### config.mk
export PLATFORM = sky130hd
export DESIGN_NAME = mmu_load_unit
export DESIGN_NICKNAME = d
export VERILOG_FILES = /design/src/common/mmu_geom_pkg.sv /design/src/common/mmu_regmap_pkg.sv /design/src/memory_scheduler/memory_scheduler.sv /design/src/memory_scheduler/x_tile_tracker.sv /design/src/job_regfile.sv /design/src/mmu_load_unit.sv /design/src/stream_addr_gen.sv
export SDC_FILE = /design/constraint.sdc
export NUM_CORES = 2
export LEC_CHECK = 0
export BUFFER_PORTS_ARGS = -buffer_cell sky130_fd_sc_hd__clkbuf_2
export CAP_MARGIN = 20
export CORE_UTILIZATION = 65
export DETAILED_ROUTE_END_ITERATION = 16
export HOLD_SLACK_MARGIN = 0.08
export PLACE_DENSITY_LB_ADDON = 0.1
export SLEW_MARGIN = 0
export SYNTH_ARGS = -nofsm -noshare
export SYNTH_HDL_FRONTEND = slang
export SYNTH_SLANG_ARGS = --single-unit
### constraint.sdc
create_clock -name clk_i -period 6.8 [get_ports clk_i]
set_clock_uncertainty 0.05 [all_clocks]
set_input_delay 0.68 -clock clk_i [delete_from_list [all_inputs] [get_ports clk_i]]
set_output_delay 0.68 -clock clk_i [all_outputs]
set_load 0.01 [all_outputs]
### src/common/mmu_geom_pkg.sv
/*
 * Matrix-multiply load unit geometry
 * Array size, address and count widths, tile step
 */
`default_nettype none

package mmu_geom_pkg;

  localparam int unsigned ARRAY_W = 8;
  localparam int unsigned ADDR_W  = 32;
  localparam int unsigned CNT_W   = 16;

  typedef logic [ADDR_W-1:0] addr_t;
  typedef logic [CNT_W-1:0]  cnt_t;

  // Byte step between X column tiles and between W or Z lines
  localparam addr_t TILE_JMP = addr_t'(32);

  // Streams are x, w, y and z
  localparam int unsigned NUM_STREAMS = 4;

endpackage

`default_nettype wire

### src/common/mmu_regmap_pkg.sv
/*
 * Job register map of the load unit
 * Register indices and field positions inside the job words
 */
`default_nettype none

package mmu_regmap_pkg;

  localparam int unsigned NUM_REGS = 14;

  typedef logic [3:0] reg_idx_t;

  localparam reg_idx_t X_ADDR       = 4'd0;
  localparam reg_idx_t W_ADDR       = 4'd1;
  localparam reg_idx_t Z_ADDR       = 4'd2;
  localparam reg_idx_t X_ITERS      = 4'd3;
  localparam reg_idx_t W_ITERS      = 4'd4;
  localparam reg_idx_t LEFTOVERS    = 4'd5;
  localparam reg_idx_t TOT_X_READ   = 4'd6;
  localparam reg_idx_t X_ROWS_OFFS  = 4'd7;
  localparam reg_idx_t X_D1_STRIDE  = 4'd8;
  localparam reg_idx_t W_TOT_LEN    = 4'd9;
  localparam reg_idx_t W_D0_STRIDE  = 4'd10;
  localparam reg_idx_t Z_TOT_LEN    = 4'd11;
  localparam reg_idx_t Z_D0_STRIDE  = 4'd12;
  localparam reg_idx_t OP_SELECTION = 4'd13;

  // Rows high and columns low in X_ITERS
  // D0 length high and passes low in W_ITERS
  localparam int unsigned ITERS_HI_LSB = 16;
  localparam int unsigned ITERS_LO_LSB = 0;

  // Rows in the last X row tile or zero for a full tile
  localparam int unsigned LEFT_ROWS_LSB = 24;
  localparam int unsigned LEFT_ROWS_W   = 8;

  localparam int unsigned OP_Y_ACC_BIT = 0;

endpackage

`default_nettype wire

### src/memory_scheduler/memory_scheduler.sv
/*
 * Memory scheduler
 * Sequences one job and issues start requests with geometry
 * to the X, W, Y and Z address generators
 */
`timescale 1ns/1ps
`default_nettype none

module memory_scheduler
  import mmu_geom_pkg::*;
  import mmu_regmap_pkg::*;
(
  input  logic        clk_i,
  input  logic        rst_ni,
  input  logic        start_i,
  output logic        busy_o,
  output logic        done_o,
  input  logic [31:0] x_addr_i,
  input  logic [31:0] w_addr_i,
  input  logic [31:0] z_addr_i,
  input  logic [31:0] x_iters_i,
  input  logic [31:0] w_iters_i,
  input  logic [31:0] leftovers_i,
  input  logic [31:0] tot_x_read_i,
  input  logic [31:0] x_rows_offs_i,
  input  logic [31:0] x_d1_stride_i,
  input  logic [31:0] w_tot_len_i,
  input  logic [31:0] w_d0_stride_i,
  input  logic [31:0] z_tot_len_i,
  input  logic [31:0] z_d0_stride_i,
  input  logic [31:0] op_sel_i,
  input  logic        x_ready_i,
  input  logic        w_ready_i,
  input  logic        y_ready_i,
  input  logic        z_ready_i,
  input  logic        x_done_i,
  input  logic        w_done_i,
  input  logic        y_done_i,
  input  logic        z_done_i,
  output logic        x_req_start_o,
  output addr_t       x_base_o,
  output cnt_t        x_tot_len_o,
  output cnt_t        x_d0_len_o,
  output addr_t       x_d0_stride_o,
  output addr_t       x_d1_stride_o,
  output logic        w_req_start_o,
  output addr_t       w_base_o,
  output cnt_t        w_tot_len_o,
  output cnt_t        w_d0_len_o,
  output addr_t       w_d0_stride_o,
  output addr_t       w_d1_stride_o,
  output logic        y_req_start_o,
  output addr_t       y_base_o,
  output cnt_t        y_tot_len_o,
  output cnt_t        y_d0_len_o,
  output addr_t       y_d0_stride_o,
  output addr_t       y_d1_stride_o,
  output logic        z_req_start_o,
  output addr_t       z_base_o,
  output cnt_t        z_tot_len_o,
  output cnt_t        z_d0_len_o,
  output addr_t       z_d0_stride_o,
  output addr_t       z_d1_stride_o
);

  logic                   busy_q, first_load_q;
  logic [NUM_STREAMS-1:0] outst_q, fire, dones;
  logic                   start_acc, y_en, first_issued;
  addr_t                  x_offset;
  cnt_t                   x_reads, x_done_cnt, tot_x;

  assign start_acc = start_i && !busy_q;
  assign y_en      = op_sel_i[OP_Y_ACC_BIT];
  assign tot_x     = tot_x_read_i[CNT_W-1:0];

  x_tile_tracker i_x_tile_tracker (
    .clk_i          (clk_i),
    .rst_ni         (rst_ni),
    .clear_i        (start_acc),
    .x_done_i       (x_done_i),
    .x_cols_i       (x_iters_i[ITERS_LO_LSB +: CNT_W]),
    .x_rows_i       (x_iters_i[ITERS_HI_LSB +: CNT_W]),
    .w_passes_i     (w_iters_i[ITERS_LO_LSB +: CNT_W]),
    .x_rows_offs_i  (x_rows_offs_i),
    .leftover_rows_i(leftovers_i[LEFT_ROWS_LSB +: LEFT_ROWS_W]),
    .x_offset_o     (x_offset),
    .x_reads_o      (x_reads),
    .tot_x_read_o   (x_done_cnt)
  );

  // W, Z and optional Y load once at job start
  assign w_req_start_o = first_load_q && w_ready_i;
  assign z_req_start_o = first_load_q && z_ready_i;
  assign y_req_start_o = first_load_q && y_en && y_ready_i;
  assign first_issued  = w_ready_i && z_ready_i && (y_ready_i || !y_en);

  // Next X burst waits one cycle after done so that the new offset is in place
  assign x_req_start_o = busy_q && x_ready_i && !x_done_i &&
                         (first_load_q || x_done_cnt <= tot_x);

  assign fire  = {z_req_start_o, y_req_start_o, w_req_start_o, x_req_start_o};
  assign dones = {z_done_i, y_done_i, w_done_i, x_done_i};

  always_ff @(posedge clk_i or negedge rst_ni) begin
    if (!rst_ni) begin
      busy_q       <= 1'b0;
      first_load_q <= 1'b0;
      outst_q      <= '0;
    end else if (start_acc) begin
      busy_q       <= 1'b1;
      first_load_q <= 1'b1;
      outst_q      <= '0;
    end else begin
      outst_q <= (outst_q & ~dones) | fire;
      if (first_load_q && first_issued) begin
        first_load_q <= 1'b0;
      end
      if (done_o) begin
        busy_q <= 1'b0;
      end
    end
  end

  // All bursts issued and every started stream has drained
  assign done_o = busy_q && !first_load_q && (outst_q == '0) && (x_done_cnt > tot_x);
  assign busy_o = busy_q;

  assign x_base_o      = x_addr_i + x_offset;
  assign x_tot_len_o   = x_reads;
  assign x_d0_len_o    = cnt_t'(1);
  assign x_d0_stride_o = '0;
  assign x_d1_stride_o = x_d1_stride_i;

  assign w_base_o      = w_addr_i;
  assign w_tot_len_o   = w_tot_len_i[CNT_W-1:0];
  assign w_d0_len_o    = w_iters_i[ITERS_HI_LSB +: CNT_W];
  assign w_d0_stride_o = w_d0_stride_i;
  assign w_d1_stride_o = TILE_JMP;

  assign y_base_o      = z_addr_i;
  assign y_tot_len_o   = z_tot_len_i[CNT_W-1:0];
  assign y_d0_len_o    = cnt_t'(ARRAY_W);
  assign y_d0_stride_o = z_d0_stride_i;
  assign y_d1_stride_o = TILE_JMP;

  assign z_base_o      = z_addr_i;
  assign z_tot_len_o   = z_tot_len_i[CNT_W-1:0];
  assign z_d0_len_o    = cnt_t'(ARRAY_W);
  assign z_d0_stride_o = z_d0_stride_i;
  assign z_d1_stride_o = TILE_JMP;

endmodule

`default_nettype wire

### src/memory_scheduler/x_tile_tracker.sv
/*
 * X tile tracker
 * Walks columns, W passes and row tiles of the X operand and
 * keeps the byte offset of the next X burst
 */
`timescale 1ns/1ps
`default_nettype none

module x_tile_tracker
  import mmu_geom_pkg::*;
(
  input  logic       clk_i,
  input  logic       rst_ni,
  input  logic       clear_i,
  input  logic       x_done_i,
  input  cnt_t       x_cols_i,
  input  cnt_t       x_rows_i,
  input  cnt_t       w_passes_i,
  input  addr_t      x_rows_offs_i,
  input  logic [7:0] leftover_rows_i,
  output addr_t      x_offset_o,
  output cnt_t       x_reads_o,
  output cnt_t       tot_x_read_o
);

  cnt_t  col_q, pass_q, row_q, tot_q;
  addr_t col_offs_q, row_offs_q;
  logic  col_last, pass_last, row_last;

  assign col_last  = (col_q == x_cols_i - 1'b1);
  assign pass_last = (pass_q == w_passes_i - 1'b1);
  assign row_last  = (row_q == x_rows_i - 1'b1);

  always_ff @(posedge clk_i or negedge rst_ni) begin
    if (!rst_ni) begin
      col_q      <= '0;
      pass_q     <= '0;
      row_q      <= '0;
      tot_q      <= '0;
      col_offs_q <= '0;
      row_offs_q <= '0;
    end else if (clear_i) begin
      col_q      <= '0;
      pass_q     <= '0;
      row_q      <= '0;
      tot_q      <= '0;
      col_offs_q <= '0;
      row_offs_q <= '0;
    end else if (x_done_i) begin
      tot_q <= tot_q + 1'b1;
      if (col_last) begin
        col_q      <= '0;
        col_offs_q <= '0;
        pass_q     <= pass_last ? '0 : pass_q + 1'b1;
      end else begin
        col_q      <= col_q + 1'b1;
        col_offs_q <= col_offs_q + TILE_JMP;
      end
      // Move to the next row tile once every W pass has swept it
      if (col_last && pass_last) begin
        row_q      <= row_last ? '0 : row_q + 1'b1;
        row_offs_q <= row_last ? '0 : row_offs_q + x_rows_offs_i;
      end
    end
  end

  assign x_offset_o   = row_offs_q + col_offs_q;
  assign tot_x_read_o = tot_q;

  // Last row tile may be partial
  assign x_reads_o = (row_last && leftover_rows_i != '0) ? cnt_t'(leftover_rows_i)
                                                         : cnt_t'(ARRAY_W);

endmodule

`default_nettype wire

### src/job_regfile.sv
/*
 * Job register file
 * Fourteen job words with an indexed write and readback port
 */
`timescale 1ns/1ps
`default_nettype none

module job_regfile
  import mmu_regmap_pkg::*;
(
  input  logic        clk_i,
  input  logic        rst_ni,
  input  logic        cfg_we_i,
  input  reg_idx_t    cfg_addr_i,
  input  logic [31:0] cfg_wdata_i,
  output logic [31:0] cfg_rdata_o,
  output logic [31:0] x_addr_o,
  output logic [31:0] w_addr_o,
  output logic [31:0] z_addr_o,
  output logic [31:0] x_iters_o,
  output logic [31:0] w_iters_o,
  output logic [31:0] leftovers_o,
  output logic [31:0] tot_x_read_o,
  output logic [31:0] x_rows_offs_o,
  output logic [31:0] x_d1_stride_o,
  output logic [31:0] w_tot_len_o,
  output logic [31:0] w_d0_stride_o,
  output logic [31:0] z_tot_len_o,
  output logic [31:0] z_d0_stride_o,
  output logic [31:0] op_sel_o
);

  logic [31:0] regs_q [NUM_REGS];
  logic        addr_ok;

  assign addr_ok = (cfg_addr_i < NUM_REGS);

  always_ff @(posedge clk_i or negedge rst_ni) begin
    if (!rst_ni) begin
      for (int i = 0; i < NUM_REGS; i++) begin
        regs_q[i] <= '0;
      end
    end else if (cfg_we_i && addr_ok) begin
      regs_q[cfg_addr_i] <= cfg_wdata_i;
    end
  end

  // Unmapped indices read as zero
  assign cfg_rdata_o = addr_ok ? regs_q[cfg_addr_i] : '0;

  assign x_addr_o      = regs_q[X_ADDR];
  assign w_addr_o      = regs_q[W_ADDR];
  assign z_addr_o      = regs_q[Z_ADDR];
  assign x_iters_o     = regs_q[X_ITERS];
  assign w_iters_o     = regs_q[W_ITERS];
  assign leftovers_o   = regs_q[LEFTOVERS];
  assign tot_x_read_o  = regs_q[TOT_X_READ];
  assign x_rows_offs_o = regs_q[X_ROWS_OFFS];
  assign x_d1_stride_o = regs_q[X_D1_STRIDE];
  assign w_tot_len_o   = regs_q[W_TOT_LEN];
  assign w_d0_stride_o = regs_q[W_D0_STRIDE];
  assign z_tot_len_o   = regs_q[Z_TOT_LEN];
  assign z_d0_stride_o = regs_q[Z_D0_STRIDE];
  assign op_sel_o      = regs_q[OP_SELECTION];

endmodule

`default_nettype wire

### src/mmu_load_unit.sv
/*
 * Matrix-multiply load unit
 * Job registers, memory scheduler and the four stream generators
 */
`timescale 1ns/1ps
`default_nettype none

module mmu_load_unit
  import mmu_geom_pkg::*;
  import mmu_regmap_pkg::*;
(
  input  logic        clk_i,
  input  logic        rst_ni,
  input  logic        cfg_we_i,
  input  reg_idx_t    cfg_addr_i,
  input  logic [31:0] cfg_wdata_i,
  output logic [31:0] cfg_rdata_o,
  input  logic        start_i,
  output logic        busy_o,
  output logic        done_o,
  output addr_t       x_addr_o,
  output logic        x_valid_o,
  output addr_t       w_addr_o,
  output logic        w_valid_o,
  output addr_t       y_addr_o,
  output logic        y_valid_o,
  output addr_t       z_addr_o,
  output logic        z_valid_o
);

  logic [31:0] p_x_addr, p_w_addr, p_z_addr, p_x_iters, p_w_iters, p_leftovers;
  logic [31:0] p_tot_x_read, p_x_rows_offs, p_x_d1_stride, p_w_tot_len;
  logic [31:0] p_w_d0_stride, p_z_tot_len, p_z_d0_stride, p_op_sel;

  logic  x_req, w_req, y_req, z_req;
  logic  x_rdy, w_rdy, y_rdy, z_rdy;
  logic  x_dn, w_dn, y_dn, z_dn;
  addr_t x_base, w_base, y_base, z_base;
  cnt_t  x_tot, w_tot, y_tot, z_tot;
  cnt_t  x_d0l, w_d0l, y_d0l, z_d0l;
  addr_t x_d0s, w_d0s, y_d0s, z_d0s;
  addr_t x_d1s, w_d1s, y_d1s, z_d1s;

  job_regfile i_job_regfile (
    .clk_i(clk_i), .rst_ni(rst_ni),
    .cfg_we_i(cfg_we_i), .cfg_addr_i(cfg_addr_i),
    .cfg_wdata_i(cfg_wdata_i), .cfg_rdata_o(cfg_rdata_o),
    .x_addr_o(p_x_addr), .w_addr_o(p_w_addr), .z_addr_o(p_z_addr),
    .x_iters_o(p_x_iters), .w_iters_o(p_w_iters), .leftovers_o(p_leftovers),
    .tot_x_read_o(p_tot_x_read), .x_rows_offs_o(p_x_rows_offs),
    .x_d1_stride_o(p_x_d1_stride), .w_tot_len_o(p_w_tot_len),
    .w_d0_stride_o(p_w_d0_stride), .z_tot_len_o(p_z_tot_len),
    .z_d0_stride_o(p_z_d0_stride), .op_sel_o(p_op_sel)
  );

  memory_scheduler i_memory_scheduler (
    .clk_i(clk_i), .rst_ni(rst_ni),
    .start_i(start_i), .busy_o(busy_o), .done_o(done_o),
    .x_addr_i(p_x_addr), .w_addr_i(p_w_addr), .z_addr_i(p_z_addr),
    .x_iters_i(p_x_iters), .w_iters_i(p_w_iters), .leftovers_i(p_leftovers),
    .tot_x_read_i(p_tot_x_read), .x_rows_offs_i(p_x_rows_offs),
    .x_d1_stride_i(p_x_d1_stride), .w_tot_len_i(p_w_tot_len),
    .w_d0_stride_i(p_w_d0_stride), .z_tot_len_i(p_z_tot_len),
    .z_d0_stride_i(p_z_d0_stride), .op_sel_i(p_op_sel),
    .x_ready_i(x_rdy), .w_ready_i(w_rdy), .y_ready_i(y_rdy), .z_ready_i(z_rdy),
    .x_done_i(x_dn), .w_done_i(w_dn), .y_done_i(y_dn), .z_done_i(z_dn),
    .x_req_start_o(x_req), .x_base_o(x_base), .x_tot_len_o(x_tot),
    .x_d0_len_o(x_d0l), .x_d0_stride_o(x_d0s), .x_d1_stride_o(x_d1s),
    .w_req_start_o(w_req), .w_base_o(w_base), .w_tot_len_o(w_tot),
    .w_d0_len_o(w_d0l), .w_d0_stride_o(w_d0s), .w_d1_stride_o(w_d1s),
    .y_req_start_o(y_req), .y_base_o(y_base), .y_tot_len_o(y_tot),
    .y_d0_len_o(y_d0l), .y_d0_stride_o(y_d0s), .y_d1_stride_o(y_d1s),
    .z_req_start_o(z_req), .z_base_o(z_base), .z_tot_len_o(z_tot),
    .z_d0_len_o(z_d0l), .z_d0_stride_o(z_d0s), .z_d1_stride_o(z_d1s)
  );

  stream_addr_gen i_x_source (
    .clk_i(clk_i), .rst_ni(rst_ni), .req_start_i(x_req), .base_i(x_base),
    .tot_len_i(x_tot), .d0_len_i(x_d0l), .d0_stride_i(x_d0s), .d1_stride_i(x_d1s),
    .ready_start_o(x_rdy), .addr_o(x_addr_o), .addr_valid_o(x_valid_o), .done_o(x_dn)
  );

  stream_addr_gen i_w_source (
    .clk_i(clk_i), .rst_ni(rst_ni), .req_start_i(w_req), .base_i(w_base),
    .tot_len_i(w_tot), .d0_len_i(w_d0l), .d0_stride_i(w_d0s), .d1_stride_i(w_d1s),
    .ready_start_o(w_rdy), .addr_o(w_addr_o), .addr_valid_o(w_valid_o), .done_o(w_dn)
  );

  stream_addr_gen i_y_source (
    .clk_i(clk_i), .rst_ni(rst_ni), .req_start_i(y_req), .base_i(y_base),
    .tot_len_i(y_tot), .d0_len_i(y_d0l), .d0_stride_i(y_d0s), .d1_stride_i(y_d1s),
    .ready_start_o(y_rdy), .addr_o(y_addr_o), .addr_valid_o(y_valid_o), .done_o(y_dn)
  );

  stream_addr_gen i_z_sink (
    .clk_i(clk_i), .rst_ni(rst_ni), .req_start_i(z_req), .base_i(z_base),
    .tot_len_i(z_tot), .d0_len_i(z_d0l), .d0_stride_i(z_d0s), .d1_stride_i(z_d1s),
    .ready_start_o(z_rdy), .addr_o(z_addr_o), .addr_valid_o(z_valid_o), .done_o(z_dn)
  );

endmodule

`default_nettype wire

### src/stream_addr_gen.sv
/*
 * Stream address generator
 * Two-level strided walk, one address per cycle
 */
`timescale 1ns/1ps
`default_nettype none

module stream_addr_gen
  import mmu_geom_pkg::*;
(
  input  logic  clk_i,
  input  logic  rst_ni,
  input  logic  req_start_i,
  input  addr_t base_i,
  input  cnt_t  tot_len_i,
  input  cnt_t  d0_len_i,
  input  addr_t d0_stride_i,
  input  addr_t d1_stride_i,
  output logic  ready_start_o,
  output addr_t addr_o,
  output logic  addr_valid_o,
  output logic  done_o
);

  logic  busy_q, done_q;
  cnt_t  left_q, idx_q, d0_len_q;
  addr_t addr_q, line_q, d0_stride_q, d1_stride_q;
  logic  fire, line_end, last;

  assign fire     = req_start_i && !busy_q;
  assign line_end = (idx_q + 1'b1 >= d0_len_q);
  assign last     = busy_q && (left_q == cnt_t'(1));

  always_ff @(posedge clk_i or negedge rst_ni) begin
    if (!rst_ni) begin
      busy_q <= 1'b0;
      done_q <= 1'b0;
      left_q <= '0;
      idx_q  <= '0;
    end else begin
      // Empty request completes at once
      done_q <= last || (fire && tot_len_i == '0);
      if (fire) begin
        busy_q <= (tot_len_i != '0);
        left_q <= tot_len_i;
        idx_q  <= '0;
      end else if (busy_q) begin
        left_q <= left_q - 1'b1;
        idx_q  <= line_end ? '0 : idx_q + 1'b1;
        if (last) begin
          busy_q <= 1'b0;
        end
      end
    end
  end

  // Running line base avoids a multiplier
  always_ff @(posedge clk_i) begin
    if (fire) begin
      addr_q      <= base_i;
      line_q      <= base_i;
      d0_len_q    <= d0_len_i;
      d0_stride_q <= d0_stride_i;
      d1_stride_q <= d1_stride_i;
    end else if (busy_q) begin
      if (line_end) begin
        line_q <= line_q + d1_stride_q;
        addr_q <= line_q + d1_stride_q;
      end else begin
        addr_q <= addr_q + d0_stride_q;
      end
    end
  end

  assign ready_start_o = !busy_q;
  assign addr_o        = addr_q;
  assign addr_valid_o  = busy_q;
  assign done_o        = done_q;

endmodule

`default_nettype wire

==> results.tsv <==
stage	metric	value	unit
outcome	status	finished clean	
power	peakVddDrop	0.320	mV
cts	numCtsBuffers	114	
power	power_density	442	mW/mm^2
global_routing	antenna_found_initial	17	
global_routing	track_usage	37.8	%
synth	synth_nets	5767	
drt	drt_pre_antenna_iters	9	
sta	rsz0062_at_grt	no	
floorplan	die_x	308	um
cells_and_area	area_delta_synth_final	10.1	%
synth	syn_inst	5447	
drt	vias_per_cell	6.61	
cells_and_area	nNetsFinal	5894	
floorplan	row_count	111	
synth	netlist.area_leader.share	29.3	%
drt	routed_wl	178000	um
cts	ctsResizeCount	0	
synth	yosys_warnings	0	
sta	fmaxAchievable	216	MHz
drt	wl_per_cell	25.8	um
setup_path	crit_cells	10	
sta	finalCritPeriodShare	68.0	%
setup_path	critical-path-max-stage-delay	870	ps
synth	synth_enable_flop_cells	400	
global_routing	gr-total-overflow	0	
setup_path	crit_buf_inv	1	
cts	path_clk_slew	60	ps
synth	ys_ff_latch	1113	
floorplan	core_area	0.0922	mm^2
sta	setup_tns	0	ps
placement	numPortBuffers	205	
cts	cts_tree	yes	
min_path	min_path_cells	3	
global_routing	grt_max_degree	170	
sta	slew_viol_final	0	
sta	tightest_slew	1170	ps
drt	detailroute.via_count	45757	
setup_path	worstPathCellList	inv_1 -> ha_1 -> or3b_1 -> or4_1 -> o211ai_1 -> o2111ai_1 -> a2111oi_4 -> or2_1 -> nor2_1 -> a22o_1	
synth	ys.flop_type	dfrtp_1	
setup_path	cp_max_fo	27	
cts	cts_root_buf	clkbuf_16	
floorplan	ios	206	
synth	synth_seq_area_share	49.0	%
cts	cts_num_sinks	1113	
synth	synth.distinct_cells	85	
sta	period_needed	4620	ps
floorplan	die_h	308	um
min_path	min-delay-start	start_i	
setup_path	worstRegToRegCells	10	
cells_and_area	fin_cells	6919	
setup_path	worst_path_max_delay_cell	or2_1	
power	p_leak	28.5	nW
setup_path	cp-start-kind	register	
setup_path	critPathTopFamily	simple AND/OR/NAND/NOR gates	
setup_path	crit_path_end_kind	register	
setup_path	r2r_slack	2180	ps
sta	final_hold_viol_count	0	
floorplan	start_util	66.1	%
cts	cts_max_path_buffers	3	
cells_and_area	drive_above_1_share	18.5	%
global_routing	first_global_vias	43106	
synth	ys_top_cells_by_area	dfrtp_1 29%, edfxtp_1 20%, mux2_2 8.0%	
drt	remaining_drc_errors	0	
setup_path	path_class	reg2reg	
floorplan	dieArea	0.0949	mm^2
drt	dr.first_iter.drc_count	5294	
placement	dp_hpwl	130000	um
cells_and_area	final_cell_mix	712 x dfrtp_1, 435 x mux2_2, 406 x nand2_1	
drt	ant_nets	0	
global_routing	grt_pass1_wl	269000	um
run	maxCapViolations	0	
cts	cts_max_level	3	
sta	setup_violations	0	
synth	syn-cell-area	0.0609	mm^2
setup_path	arrival	5150	ps
min_path	worst_hold_path_type	in2reg	
setup_path	worstPathRequired	7330	ps
cts	clk_latency	700	ps
placement	gp_congestion	0.955	
synth	async_flop_share	64.1	%
cells_and_area	fin_util	72.8	%
synth	avgSynthCellArea	11.2	um^2
cells_and_area	final_common_cell	dfrtp_1	
placement	place_inst	6698	
synth	synth_top_area_cell	dfrtp_1	
setup_path	cp-startpoint	i_job_regfile.x_iters_o[16]	
setup_path	r2r-start	i_job_regfile.x_iters_o[16]	
sta	maxSlewHeadroom	21.4	%
synthesized netlist by cell type (54+ instances only):
| cell | instances |
|---|---|
| nor2_1 | 405 |
| xor2_1 | 195 |
| a21o_1 | 77 |
| inv_1 | 134 |
| o31ai_1 | 54 |
| o21ai_0 | 317 |
| nor3_1 | 74 |
| xnor2_1 | 204 |
| clkbuf_1 | 203 |
| and3_1 | 98 |
| a21oi_1 | 322 |
| nand4_1 | 70 |
| mux2i_1 | 84 |
| mux4_2 | 96 |
| mux2_2 | 435 |
| ha_1 | 248 |
| nand2_1 | 409 |
| and2_1 | 58 |
| dfrtp_1 | 713 |
| nand3_1 | 153 |
| edfxtp_1 | 400 |
logic make-up (layout without fill, tap and decap cells):
kind of cell,Yosys count,count (layout),synth area share [%]
other,0,6,0
DFF,1113,1113,49.0
adders and majority gates,280,280,6.15
xor gates and xnor gates,399,399,5.74
and+or+nand+nor,1527,1527,12.1
AOI/OAI and AO/OA,1120,1120,11.5
muxes,615,615,13.0
buffers and inverters,393,616,2.48
tightest hold or removal path, cell delays in order:
cell and delay [ps]:
clkbuf_2 120, nor2_1 40, nor2_1 70
final cells by class:
class	instances	area, um^2
Antenna cell	6	15.0
Clock buffer	150	3140
Clock inverter	62	761
Fill cell	6425	25100
Inverter	135	507
Multi-Input combinational cell	3941	29600
Sequential cell	1113	29900
Tap cell	1243	1560
Timing Repair Buffer	269	1610
report_power, final:
| group | switching [W] | leakage [nW] | internal [W] | total (W) |
|---|---|---|---|---|
| clock network | 0.00272 | 1.89 | 0.00385 | 0.00657 |
| logic | 0.00637 | 13.9 | 0.00489 | 0.0113 |
| registers | 0.00231 | 12.8 | 0.00949 | 0.0118 |
timing repair:
item | CTS | global route
endpoints found under the hold margin | 95 | 0
hold buffers | 1 | 0
setup buffers | 0 | 0
setup endpoints to repair | 0 | 0
through the flow:
stage / worst slack, ps / total power [W] / hold slack [ps] / instance area [um^2]
floorplan: 2670 / 0.0190 / 334 / 60900
global placement: 2330 / 0.0225 / 424 / 63100
detailed placement: 2210 / 0.0228 / 428 / 63200
CTS: 2210 / 0.0294 / 179 / 67100
global route: 1830 / 0.0312 / 236 / 67100
finish: 2180 / 0.0296 / 206 / 67100
worst min-delay path by stage:
stage                                   end  slack [ps]
2_1_floorplan  i_job_regfile.leftovers_o[0]         330
3_3_place_gp         i_w_source.d0_len_q[6]         420
3_5_place_dp         i_w_source.d0_len_q[6]         430
4_1_cts           i_memory_scheduler.busy_o         180
5_1_grt           i_memory_scheduler.busy_o         240
6_report          i_memory_scheduler.busy_o         210
routing by layer:
layer / up-vias / wire length (um) / global-route usage [%]
li1: 20334 / - / -
met1: 22721 / 73300 / 54.6
met2: 2292 / 76500 / 54.5
met3: 392 / 20700 / 9.82
met4: 18 / 7840 / 15.1
met5: - / 114 / 0
Note: power is estimated with default switching activity, not from simulation.
